## config.mk

```make
export PLATFORM = sky130hd
export DESIGN_NAME = rv_core
export DESIGN_NICKNAME = d
export VERILOG_FILES = /design/src/rv_pkg.sv /design/src/rv_ctrl_if.sv /design/src/rv_decode.sv /design/src/rv_regfile.sv /design/src/rv_execute.sv /design/src/rv_lsu.sv /design/src/rv_core.sv
export SDC_FILE = /design/constraint.sdc
export NUM_CORES = 2
export LEC_CHECK = 0
export ABC_AREA = 0
export BUFFER_PORTS_ARGS = -buffer_cell sky130_fd_sc_hd__buf_2
export CORE_AREA = 10 10 402 404
export CTS_BUF_LIST = sky130_fd_sc_hd__clkbuf_8 sky130_fd_sc_hd__clkbuf_16
export DETAILED_ROUTE_END_ITERATION = 10
export DIE_AREA = 0 0 412 414
export HOLD_SLACK_MARGIN = 0.1
export PLACE_DENSITY = 0.62
export SLEW_MARGIN = 20
export SYNTH_ARGS = -nofsm -noshare
export SYNTH_HDL_FRONTEND = slang
export SYNTH_HIERARCHICAL = 1
export SYNTH_SLANG_ARGS = --single-unit
```

## constraint.sdc

```tcl
create_clock -name clk -period 7.3 [get_ports clk]
set_input_delay 0 -clock clk [delete_from_list [all_inputs] [get_ports clk]]
set_output_delay 0 -clock clk [all_outputs]
set_load 0.1 [all_outputs]
```

## src/rv_pkg.sv

```systemverilog
`default_nettype none

package rv_pkg;

  // vector types
  typedef logic [31:0] word_t;      // data, register value, address
  typedef logic [31:0] inst_t;
  typedef logic [4:0]  reg_addr_t;
  typedef logic [6:0]  opcode_t;
  typedef logic [2:0]  funct3_t;
  typedef logic [3:0]  wmask_t;     // one bit per byte lane

  // major opcodes of the executed subset
  localparam opcode_t op_imm    = 7'b001_0011;
  localparam opcode_t op_lui    = 7'b011_0111;
  localparam opcode_t op_auipc  = 7'b001_0111;
  localparam opcode_t op_jal    = 7'b110_1111;
  localparam opcode_t op_jalr   = 7'b110_0111;
  localparam opcode_t op_load   = 7'b000_0011;
  localparam opcode_t op_store  = 7'b010_0011;
  localparam opcode_t op_system = 7'b111_0011;   // only ebreak expected here

  localparam word_t reset_pc = 32'h8000_0000;

  // load/store size codes from funct3
  localparam funct3_t f3_byte   = 3'b000;
  localparam funct3_t f3_half   = 3'b001;
  localparam funct3_t f3_word   = 3'b010;
  localparam funct3_t f3_byte_u = 3'b100;
  localparam funct3_t f3_half_u = 3'b101;

  // next pc source
  typedef enum logic [1:0] {
    pc_seq  = 2'd0,   // pc + 4
    pc_jump = 2'd1,   // adder result
    pc_hold = 2'd2    // halted
  } next_pc_sel_e;

  // register writeback source
  typedef enum logic [1:0] {
    wb_sum  = 2'd0,
    wb_link = 2'd1,   // return address
    wb_load = 2'd2
  } wb_sel_e;

endpackage

`default_nettype wire

```

## src/rv_ctrl_if.sv

```systemverilog
`timescale 1ns/10ps
`default_nettype none

interface rv_ctrl_if;
  import rv_pkg::*;

  word_t        rs1_data;
  word_t        rs2_data;
  word_t        imm;           // selected immediate
  logic         use_pc_base;   // adder base is pc, else rs1
  next_pc_sel_e next_pc_sel;
  wb_sel_e      wb_sel;
  logic         reg_wen;
  logic         mem_read;
  logic         mem_write;
  funct3_t      funct3;

  modport dec (
    output imm, use_pc_base, next_pc_sel, wb_sel,
    output reg_wen, mem_read, mem_write, funct3
  );

  modport exe (input rs1_data, imm, use_pc_base, next_pc_sel, wb_sel);

  modport lsu (input funct3, rs2_data, mem_read, mem_write);

endinterface

`default_nettype wire

```

## src/rv_decode.sv

```systemverilog
`timescale 1ns/10ps
`default_nettype none

module rv_decode (
  input  rv_pkg::inst_t     inst,
  rv_ctrl_if.dec            ctl,
  output rv_pkg::reg_addr_t rs1_addr,
  output rv_pkg::reg_addr_t rs2_addr,
  output rv_pkg::reg_addr_t rd_addr,
  output logic              halt
);
  import rv_pkg::*;

  opcode_t opcode;
  word_t   imm_i;
  word_t   imm_s;
  word_t   imm_u;
  word_t   imm_j;

  assign opcode = inst[6:0];

  // lui reads x0 so the adder sees a zero base
  assign rs1_addr = (opcode == op_lui) ? reg_addr_t'(0) : inst[19:15];
  assign rs2_addr = inst[24:20];
  assign rd_addr  = inst[11:7];

  assign ctl.funct3 = inst[14:12];

  // sign-extended immediates
  assign imm_i = {{20{inst[31]}}, inst[31:20]};
  assign imm_s = {{20{inst[31]}}, inst[31:25], inst[11:7]};
  assign imm_u = {inst[31:12], 12'h000};
  assign imm_j = {{12{inst[31]}}, inst[19:12], inst[20], inst[30:21], 1'b0};

  assign halt = (opcode == op_system);

  always_comb begin
    // unknown opcodes fall through as a no-op
    ctl.imm         = imm_i;
    ctl.use_pc_base = 1'b0;
    ctl.next_pc_sel = pc_seq;
    ctl.wb_sel      = wb_sum;
    ctl.reg_wen     = 1'b0;
    ctl.mem_read    = 1'b0;
    ctl.mem_write   = 1'b0;

    case (opcode)
      op_imm: begin
        ctl.reg_wen = 1'b1;   // every funct3 runs as addi
      end
      op_lui: begin
        ctl.imm     = imm_u;
        ctl.reg_wen = 1'b1;
      end
      op_auipc: begin
        ctl.imm         = imm_u;
        ctl.use_pc_base = 1'b1;
        ctl.reg_wen     = 1'b1;
      end
      op_jal: begin
        ctl.imm         = imm_j;
        ctl.use_pc_base = 1'b1;
        ctl.next_pc_sel = pc_jump;
        ctl.wb_sel      = wb_link;
        ctl.reg_wen     = 1'b1;
      end
      op_jalr: begin
        ctl.next_pc_sel = pc_jump;
        ctl.wb_sel      = wb_link;
        ctl.reg_wen     = 1'b1;
      end
      op_load: begin
        ctl.wb_sel   = wb_load;
        ctl.reg_wen  = 1'b1;
        ctl.mem_read = 1'b1;
      end
      op_store: begin
        ctl.imm       = imm_s;
        ctl.mem_write = 1'b1;
      end
      op_system: begin
        ctl.next_pc_sel = pc_hold;   // ebreak parks the core
      end
      default: ;
    endcase
  end

  // a single memory access per instruction
  assert final (!(ctl.mem_read && ctl.mem_write))
    else $error("decode drives mem_read and mem_write together");

endmodule

`default_nettype wire

```

## src/rv_regfile.sv

```systemverilog
`timescale 1ns/10ps
`default_nettype none

module rv_regfile (
  input  logic              clk,
  input  logic              rst_n,
  input  logic              wen,
  input  rv_pkg::reg_addr_t waddr,
  input  rv_pkg::word_t     wdata,
  input  rv_pkg::reg_addr_t rs1_addr,
  input  rv_pkg::reg_addr_t rs2_addr,
  output rv_pkg::word_t     rs1_data,
  output rv_pkg::word_t     rs2_data
);
  import rv_pkg::*;

  word_t regs [1:31];   // x0 has no storage

  always_ff @(posedge clk) begin
    if (rst_n && wen && waddr != '0) begin
      regs[waddr] <= wdata;
    end
  end

  assign rs1_data = (rs1_addr == '0) ? '0 : regs[rs1_addr];
  assign rs2_data = (rs2_addr == '0) ? '0 : regs[rs2_addr];

  // x0 reads zero on both ports, whatever was written to it
  assert property (@(posedge clk)
    (rs1_addr != '0 || rs1_data == '0) && (rs2_addr != '0 || rs2_data == '0))
    else $error("x0 read returned nonzero");

endmodule

`default_nettype wire

```

## src/rv_execute.sv

```systemverilog
`timescale 1ns/10ps
`default_nettype none

module rv_execute (
  input  logic          clk,
  input  logic          rst_n,
  rv_ctrl_if.exe        ctl,
  input  rv_pkg::word_t load_data,
  output rv_pkg::word_t pc,
  output rv_pkg::word_t addr_sum,
  output rv_pkg::word_t wb_data
);
  import rv_pkg::*;

  word_t base;
  word_t pc_plus4;
  word_t next_pc;

  assign pc_plus4 = pc + 32'd4;

  // shared adder for addi, lui, auipc, jumps and memory addresses
  assign base     = ctl.use_pc_base ? pc : ctl.rs1_data;
  assign addr_sum = base + ctl.imm;

  always_comb begin
    case (ctl.next_pc_sel)
      pc_jump: next_pc = {addr_sum[31:1], 1'b0};   // jalr drops bit 0
      pc_hold: next_pc = pc;
      default: next_pc = pc_plus4;
    endcase
  end

  always_ff @(posedge clk) begin
    if (!rst_n) begin
      pc <= reset_pc;
    end else begin
      pc <= next_pc;
    end
  end

  always_comb begin
    case (ctl.wb_sel)
      wb_link: wb_data = pc_plus4;
      wb_load: wb_data = load_data;
      default: wb_data = addr_sum;
    endcase
  end

  // jump targets in the program keep the pc on word boundaries
  assert property (@(posedge clk) disable iff (!rst_n) pc[1:0] == 2'b00)
    else $error("pc misaligned: %h", pc);

endmodule

`default_nettype wire

```

## src/rv_lsu.sv

```systemverilog
`timescale 1ns/10ps
`default_nettype none

module rv_lsu (
  rv_ctrl_if.lsu         ctl,
  input  logic [1:0]     addr_low,
  input  rv_pkg::word_t  mem_rdata,
  output rv_pkg::word_t  mem_wdata,
  output rv_pkg::wmask_t mem_wmask,
  output rv_pkg::word_t  load_data
);
  import rv_pkg::*;

  logic [7:0]  ld_byte;
  logic [15:0] ld_half;

  // lane picked from the aligned word
  assign ld_byte = mem_rdata[8*addr_low +: 8];
  assign ld_half = addr_low[1] ? mem_rdata[31:16] : mem_rdata[15:0];

  always_comb begin
    case (ctl.funct3)
      f3_byte:   load_data = {{24{ld_byte[7]}}, ld_byte};
      f3_half:   load_data = {{16{ld_half[15]}}, ld_half};
      f3_byte_u: load_data = {24'h0, ld_byte};
      f3_half_u: load_data = {16'h0, ld_half};
      default:   load_data = mem_rdata;   // lw
    endcase
    if (!ctl.mem_read) begin
      load_data = '0;
    end
  end

  always_comb begin
    case (ctl.funct3)
      f3_byte: begin
        mem_wdata = {4{ctl.rs2_data[7:0]}};
        mem_wmask = 4'b0001 << addr_low;
      end
      f3_half: begin
        mem_wdata = {2{ctl.rs2_data[15:0]}};
        mem_wmask = addr_low[1] ? 4'b1100 : 4'b0011;
      end
      default: begin
        mem_wdata = ctl.rs2_data;   // sw and odd codes store a word
        mem_wmask = 4'b1111;
      end
    endcase
    if (!ctl.mem_write) begin
      mem_wmask = '0;
    end
  end

  // a decoded store always touches at least one byte
  assert final (!ctl.mem_write || mem_wmask != '0)
    else $error("store with empty byte mask");

endmodule

`default_nettype wire

```

## src/rv_core.sv

```systemverilog
`timescale 1ns/10ps
`default_nettype none

module rv_core (
  input  logic           clk,
  input  logic           rst_n,
  input  rv_pkg::inst_t  inst,
  output rv_pkg::word_t  pc,
  output rv_pkg::word_t  mem_addr,
  input  rv_pkg::word_t  mem_rdata,
  output rv_pkg::word_t  mem_wdata,
  output rv_pkg::wmask_t mem_wmask,
  output logic           mem_read,
  output logic           mem_write,
  output logic           halt
);
  import rv_pkg::*;

  reg_addr_t rs1_addr;
  reg_addr_t rs2_addr;
  reg_addr_t rd_addr;
  word_t     rs1_data;
  word_t     rs2_data;
  word_t     load_data;
  word_t     wb_data;
  logic      dec_halt;

  rv_ctrl_if ctl ();

  assign ctl.rs1_data = rs1_data;
  assign ctl.rs2_data = rs2_data;

  rv_decode rv_decode_inst (
    .inst     (inst),
    .ctl      (ctl.dec),
    .rs1_addr (rs1_addr),
    .rs2_addr (rs2_addr),
    .rd_addr  (rd_addr),
    .halt     (dec_halt)
  );

  rv_regfile rv_regfile_inst (
    .clk      (clk),
    .rst_n    (rst_n),
    .wen      (ctl.reg_wen),
    .waddr    (rd_addr),
    .wdata    (wb_data),
    .rs1_addr (rs1_addr),
    .rs2_addr (rs2_addr),
    .rs1_data (rs1_data),
    .rs2_data (rs2_data)
  );

  rv_execute rv_execute_inst (
    .clk       (clk),
    .rst_n     (rst_n),
    .ctl       (ctl.exe),
    .load_data (load_data),
    .pc        (pc),
    .addr_sum  (mem_addr),
    .wb_data   (wb_data)
  );

  rv_lsu rv_lsu_inst (
    .ctl       (ctl.lsu),
    .addr_low  (mem_addr[1:0]),
    .mem_rdata (mem_rdata),
    .mem_wdata (mem_wdata),
    .mem_wmask (mem_wmask),
    .load_data (load_data)
  );

  // memory levels and halt stay quiet in reset
  assign mem_read  = rst_n & ctl.mem_read;
  assign mem_write = rst_n & ctl.mem_write;
  assign halt      = rst_n & dec_halt;

endmodule

`default_nettype wire

```

==> Word-level counts from Yosys, hierarchy flattened <==
Memories as Yosys holds them, arrays and structs flattened.
Index checks and enable logic that the tools add are counted.
{ "op_classes": {"add_sub_neg": 2, "eq_ne": 15, "shift": 2, "n_mux": 22, "bitwise_logic": 3, "reduce_logical": 10} }
{ "op_table": {"columns": ["cell", "count"], "rows": [
  ["$pmux 32 s2", 3],
  ["$mux 32", 4],
  ["$pmux 32 s4", 1],
  ["$pmux 31 s3", 1],
  ["$add 32x3->32 const B", 1],
  ["$add 32x32->32", 1],
  ["$shiftx 32x6->8", 1],
  ["$eq 7x7->1 const B", 3],
  ["$mux 16", 1],
  ["$eq 7x5->1 const B", 2],
  ["$eq 7x6->1 const B", 2],
  ["$logic_not 5->1", 2],
  ["$mux 4", 2],
  ["$pmux 2 s2", 2],
  ["$pmux 4 s2", 1],
  ["$eq 7x2->1 const B", 1],
  ["$eq 3x3->1 const B", 2],
  ["$mux 1", 6],
  ["$reduce_or 2->1", 3],
  ["$reduce_or 6->1", 1],
  ["$mux 5", 1],
  ["$reduce_bool 5->1", 1],
  ["$eq 2x1->1 const B", 2],
  ["$eq 2x2->1 const B", 2],
  ["5 further kinds", 8]
]} }
{ "word_totals": {"ff_bits": 32, "ram_bits": 992, "inputBits": 66, "out_inout_bits": 103, "memories": 1} }
{ "mem_list": {"columns": ["name", "words", "width", "read_ports", "rd_clocked_by_memory_dff", "write_ports", "line_no", "rtl"], "rows": [
  ["rv_regfile_inst.regs", 31, 32, 2, 0, 1, "rv_regfile.sv:17", "word_t regs [1:31];"]
]} }

==> Depth between registers and ports, before layout <==
{ "logic_depth": {"word_depth": 10, "ltp_mapped": 23} }

==> Modules after synthesis <==
Netlist, hierarchy kept.
{ "by_module_without_submodules": {"columns": ["mod", "n_inst", "cells_per_inst", "area_each_um2"], "rows": [
  ["rv_regfile", 1, 2739, 46593.4],
  ["rv_execute", 1, 682, 4992.3],
  ["rv_lsu", 1, 182, 1213.7],
  ["rv_decode", 1, 91, 641.9],
  ["rv_core", 1, 3, 18.8]
]} }

==> Least setup slack after synthesis <==
OpenSTA, ideal clock, no wires.
{ "synth_path": {"path_kind": "input-to-reg", "startpoint": "input inst[3]", "endpoint": "memory rv_regfile_inst/regs[10][30] (netlist bit), data pin", "arrival_time_ns": 6.375, "path_slack_ns": 0.543, "path_stages": 20, "n_path_buf": 3, "cell_sequence": "nor3b_1 nand3_1 and2_1 buf_6 buf_6 buf_6 mux4_2 a221oi_1 o21ai_1 nor2b_1 ha_1 fa_1 a21o_1 a221oi_2 o211a_1 o31ai_1 nor2_1 o21bai_1 xnor2_1 a2bb2oi_1"} }
{ "synth_between": {"elab_cells_between_ends": 26, "cone_classes": "add/sub: 1; eq/ne: 8; shift: 1; mux: 11; reduce/logical: 4; memory: 1"} }
{ "synth_rtl": {"columns": ["element", "line_no", "rtl"], "rows": [
  ["from (decl)", "rv_core.sv:7", "input rv_pkg::inst_t inst,"],
  ["$eq 7x6->1 (*)", "rv_decode.sv:23", "assign rs1_addr = (opcode == op_lui) ? reg_addr_t'(0) : inst[19:15];"],
  ["$mux 5 (*)", "rv_decode.sv:23", null],
  ["net rs1_addr[0]", "rv_core.sv:19", "reg_addr_t rs1_addr;"],
  ["$mem_v2 31x32 / $logic_not 5->1 (equally long branches)", null, null],
  ["$mux 32 (*)", "rv_regfile.sv:25", "assign rs1_data = (rs1_addr == '0) ? '0 : regs[rs1_addr];"],
  ["net ctl.rs1_data[0]", "rv_ctrl_if.sv:7", "word_t rs1_data;"],
  ["$mux 32 (*)", "rv_execute.sv:22", "assign base = ctl.use_pc_base ? pc : ctl.rs1_data;"],
  ["$add 32x32->32 (*)", "rv_execute.sv:23", "assign addr_sum = base + ctl.imm;"],
  ["net mem_addr[30]", "rv_core.sv:9", "output rv_pkg::word_t mem_addr,"],
  ["$pmux 32 s2 (*)", "rv_execute.sv:42", "case (ctl.wb_sel)"],
  ["net wb_data[30]", "rv_core.sv:25", "word_t wb_data;"],
  ["to (decl)", "rv_regfile.sv:17", null]
]} }
The timed path passes the listed nets; every way through them passes the cells marked *.

==> Worst setup path after layout <==
{ "layout_path": {"startpoint": "input inst[6]", "endpoint": "output mem_addr[23]"} }
{ "layout_between": {"elab_chain_len": 6, "elab_cells_between_ends": 14, "cone_classes": "add/sub: 1; eq/ne: 4; mux: 5; reduce/logical: 3; memory: 1"} }
{ "layout_lines": {"columns": ["element", "line_no"], "rows": [
  ["$eq 7x6->1 (*)", "rv_decode.sv:23"],
  ["$mux 5 (*)", "rv_decode.sv:23"],
  ["net rs1_addr[1]", "rv_core.sv:19"],
  ["$mem_v2 31x32 / $logic_not 5->1 (equally long branches)", null],
  ["$mux 32 (*)", "rv_regfile.sv:25"],
  ["net ctl.rs1_data[8]", "rv_ctrl_if.sv:7"],
  ["$mux 32 (*)", "rv_execute.sv:22"],
  ["$add 32x32->32 (*)", "rv_execute.sv:23"],
  ["to (decl)", "rv_core.sv:9"]
]} }
Marks and branches as above.

==> summary.md <==
| Metric | Value |
|---|---|
| Status | completed |
| Worst hold path stage count | 5 |
| Worst Setup Start Kind | primary input |
| Clk Latency, worst-skew pair | 0.75 ns |
| CP startpoint | inst[6] |
| Remaining routing DRC violations | 0 |
| Fin. Hold Viols | 0 |
| Placed Instances | 5791 |
| Syn Inst Count | 3697 |
| Non-filler cells, final | 5995 |
| Root Buffer | clkbuf_16 |
| # rows | 144 |
| Area of the multi-input gates | 21600 sq um |
| Worst EP arrival | 7.05 ns |
| First DRT Iteration DRCs | 5249 |
| Grt ovf | 0 |
| Worst hold path type | primary input to flop |
| Number of flops mapped to enable cells by yosys | 992 |
| Post-Syn Nets | 3798 |
| Ys async rst share | 0 |
| Post-synthesis sequential area ratio | 0.569 |
| Final min period | 7.05 ns |
| PD cells | 263 nW/um^2 |
| CP bufs+invs | 5 |
| Die height | 414 um |
| Max-slew violations | 0 |
| Total number of vias | 37600 |
| CP required | 7.30 ns |
| Slew @ Worst Pin | 1.19 ns |
| IO buf count | 167 |
| Average size of a mapped cell | 14.5 sq um |
| R2R depth | 17 |
| Seq cells post-synth | 1023 |
| Largest net degree at the start of global routing | 63 |
| Area taken by flip-flops and latches | 30400 sq um |
| CTS H-Tree Depth | 3 |
| Gpl congestion | 0.915 |
| Die width | 412 um |
| WL per Instance | 32.8 um |
| Post-DP HPWL | 126 mm |
| Drt first pass iters | 8 |
| Max Clock Freq | 142 MHz |
| Worst-path maximum fanout | 34 |
| Routed Wire Length | 197 mm |
| Worst r2r src | rv_regfile_inst/regs[31][4] |
| CTS Buf Count | 102 |
| CTS clk-pin slew, worst paths | 0.07 ns |
| Cell area after synthesis | 53500 sq um |
| RSZ-0062 raised after global routing | false |
| Nets | 3964 |
| # IOs | 169 |
| Most common cell after layout, fill and taps aside | edfxtp_1 |
| Top FF cell, synth | edfxtp_1 |
| Die area | 171000 sq um |
| Initial core utilization | 0.349 |
| Share of cells above drive strength 1 | 0.275 |
| Global-route wire length before repair | 274 mm |
| Clk buf depth | 3 |
| Commonest cells after routing, fill and taps aside | 992 x edfxtp_1, 407 x mux2i_1, 227 x mux4_2, 222 x mux2_2, 186 x buf_4 |
| ANT nets after route | 0 |
| Period utilization | 0.966 |
| Worst path max stage delay | 0.64 ns |
| Synth cell types | 90 |
| Worst Hold Launch | inst[31] |
| Post-CTS resize count | 0 |
| CTS sink cnt | 1023 |
| Final setup fails | 0 |
| Antenna violations before repair | 11 |
| Core Area | 153000 sq um |
| Warnings, synthesis | 6 |
| Top delay family on crit path | simple AND/OR/NAND/NOR gates |
| LEAKAGE | 0.0208 uW |
| Vias in the first global route | 36300 |
| Setup TNS | 0 ns |
| CP Class | primary input to output pin |
| R2R setup slack | 1.94 ns |
| Relative slew slack | 0.203 |
| Fill cells | 14100 |
| CP max-delay cell | xnor2_1 |
| Gr usage total | 0.221 |
| Maximum VDD drop | 0.191 mV |
| Max-cap viol count | 0 |
| CP endpoint kind | output pin |
| Hold EP | rv_execute_inst/pc[31] |
| R2R Path End | rv_execute_inst/pc[29] |
| Fin Clk Skew | 0.0434 ns |
| Layout area overhead | 13.8% |
| CTS tree | done |
| Critical path, cell by cell | dlygate4sd3_1 > buf_2 > nor3b_1 > nand3_1 > and2_4 > or2_2 > nor4_2 > buf_4 > buf_4 > o21ai_1 > mux2_2 > ha_1 > a21oi_1 > o21ai_0 > or2_1 > o211ai_1 > and3_1 > xnor2_1 > buf_2 |
| Via-to-Cell Ratio | 6.27 |
[worst max-delay path by stage]
| stage | end | cells past startpoint |
|---|---|---|
| 5_1_grt | mem_addr[27] | 20 |
| 3_5_place_dp | rv_regfile_inst/regs[6][28] | 20 |
| 4_1_cts | mem_addr[27] | 20 |
| 2_1_floorplan | rv_regfile_inst/regs[10][30] | 20 |
| 6_report | mem_addr[23] | 19 |
| 3_3_place_gp | rv_regfile_inst/regs[6][28] | 20 |
[cell usage after synthesis (20+ instances only)]
cell	count	area (sq um)
a31oi_1	38	238
buf_4	60	450
a211oi_1	34	255
and2_1	20	125
buf_2	84	420
nor2_1	166	623
nand3_1	26	130
a221oi_1	102	893
dfxtp_1	31	621
mux4_2	227	5110
o22ai_1	78	488
inv_1	53	199
nor3_1	72	360
xor2_1	22	193
a22oi_1	72	541
nand2_1	122	458
mux2i_1	407	4070
xnor2_1	43	377
nand4_1	22	138
mux2_2	222	2500
o21ai_1	35	175
o211ai_1	38	285
buf_6	25	282
a21oi_1	174	871
ha_1	34	425
clkbuf_1	134	503
a22o_1	92	806
a21o_1	22	165
o21ai_0	45	225
o221ai_1	21	184
edfxtp_1	992	29800
[sequential cells by signal (all words and copies together) (netlist names)]
| name | flops |
|---|---|
| rv_regfile_inst/regs | 992 |
| rv_execute_inst/pc | 31 |
[logic make-up after synthesis]
logic type,count (synthesis),synth area share
AOI/OAI and AO/OA,820,0.108
xor gates and xnor gates,65,0.0106
buffers and inverters,370,0.0358
DFF,1023,0.569
other,1,0.0000701
and+or+nand+nor,511,0.0466
muxes,857,0.219
adders and majority gates,50,0.0112
[area by class of cell]
cell class / count / area share
well taps: 2044 / 0.0420
repair buffers: 377 / 0.0442
clock inverters: 85 / 0.0135
multi-input cells: 2304 / 0.355
clock buffers: 103 / 0.0424
diodes: 4 / 0.000164
flip-flops and latches: 1023 / 0.500
inverters: 55 / 0.00339
[power breakdown]
part	switching [uW]	internal [uW]	leakage, uW	total [uW]
combinational	2670	839	0.00996	3510
sequential	13.7	7090	0.00916	7100
clock	2330	3070	0.00171	5400
total	5020	11000	0.0208	16000
[metrics by stage]
stage | worst slack [ns] | hold slack, ns | power (uW) | utilization | area [sq um]
after floorplan | 0.543 | 0.251 | 9430 | - | 53500
after global placement | 0.670 | 0.564 | 10600 | 0.373 | 57200
after detailed placement | 0.536 | 0.551 | 10700 | 0.374 | 57300
after CTS | 0.486 | 0.129 | 16000 | 0.397 | 60800
after global routing | 0.100 | 0.195 | 16400 | 0.397 | 60800
final | 0.248 | 0.157 | 16000 | 0.397 | 60800
[metal layers]
layer,routed length (um),vias to the layer above,track usage
li1,-,15300,-
met1,73300,19200,0.285
met2,89100,2594,0.345
met3,23000,511,0.0531
met4,11300,6,0.112
met5,46,-,0
[repair_timing]
item,4_1_cts,5_1_grt
buffers inserted,0,0
hold buffers,12,0
endpoints found under the hold margin,89,0
[worst register-to-register path, cell delays in order (launching register included)]
cell and delay [ns]:
edfxtp_1 0.40, mux4_2 0.49, mux2i_1 0.28, nand2_1 0.09
o211ai_1 0.15, o21ai_1 0.24, mux2_2 0.32, ha_1 0.34
a21o_1 0.22, o21bai_1 0.23, o2111a_2 0.36, o311ai_4 0.30
o211ai_2 0.18, a211oi_2 0.34, nand4_1 0.14, dlygate4sd3_1 0.58
o211ai_1 0.09, dlygate4sd3_1 0.56
(Power assumes the default switching activity.)
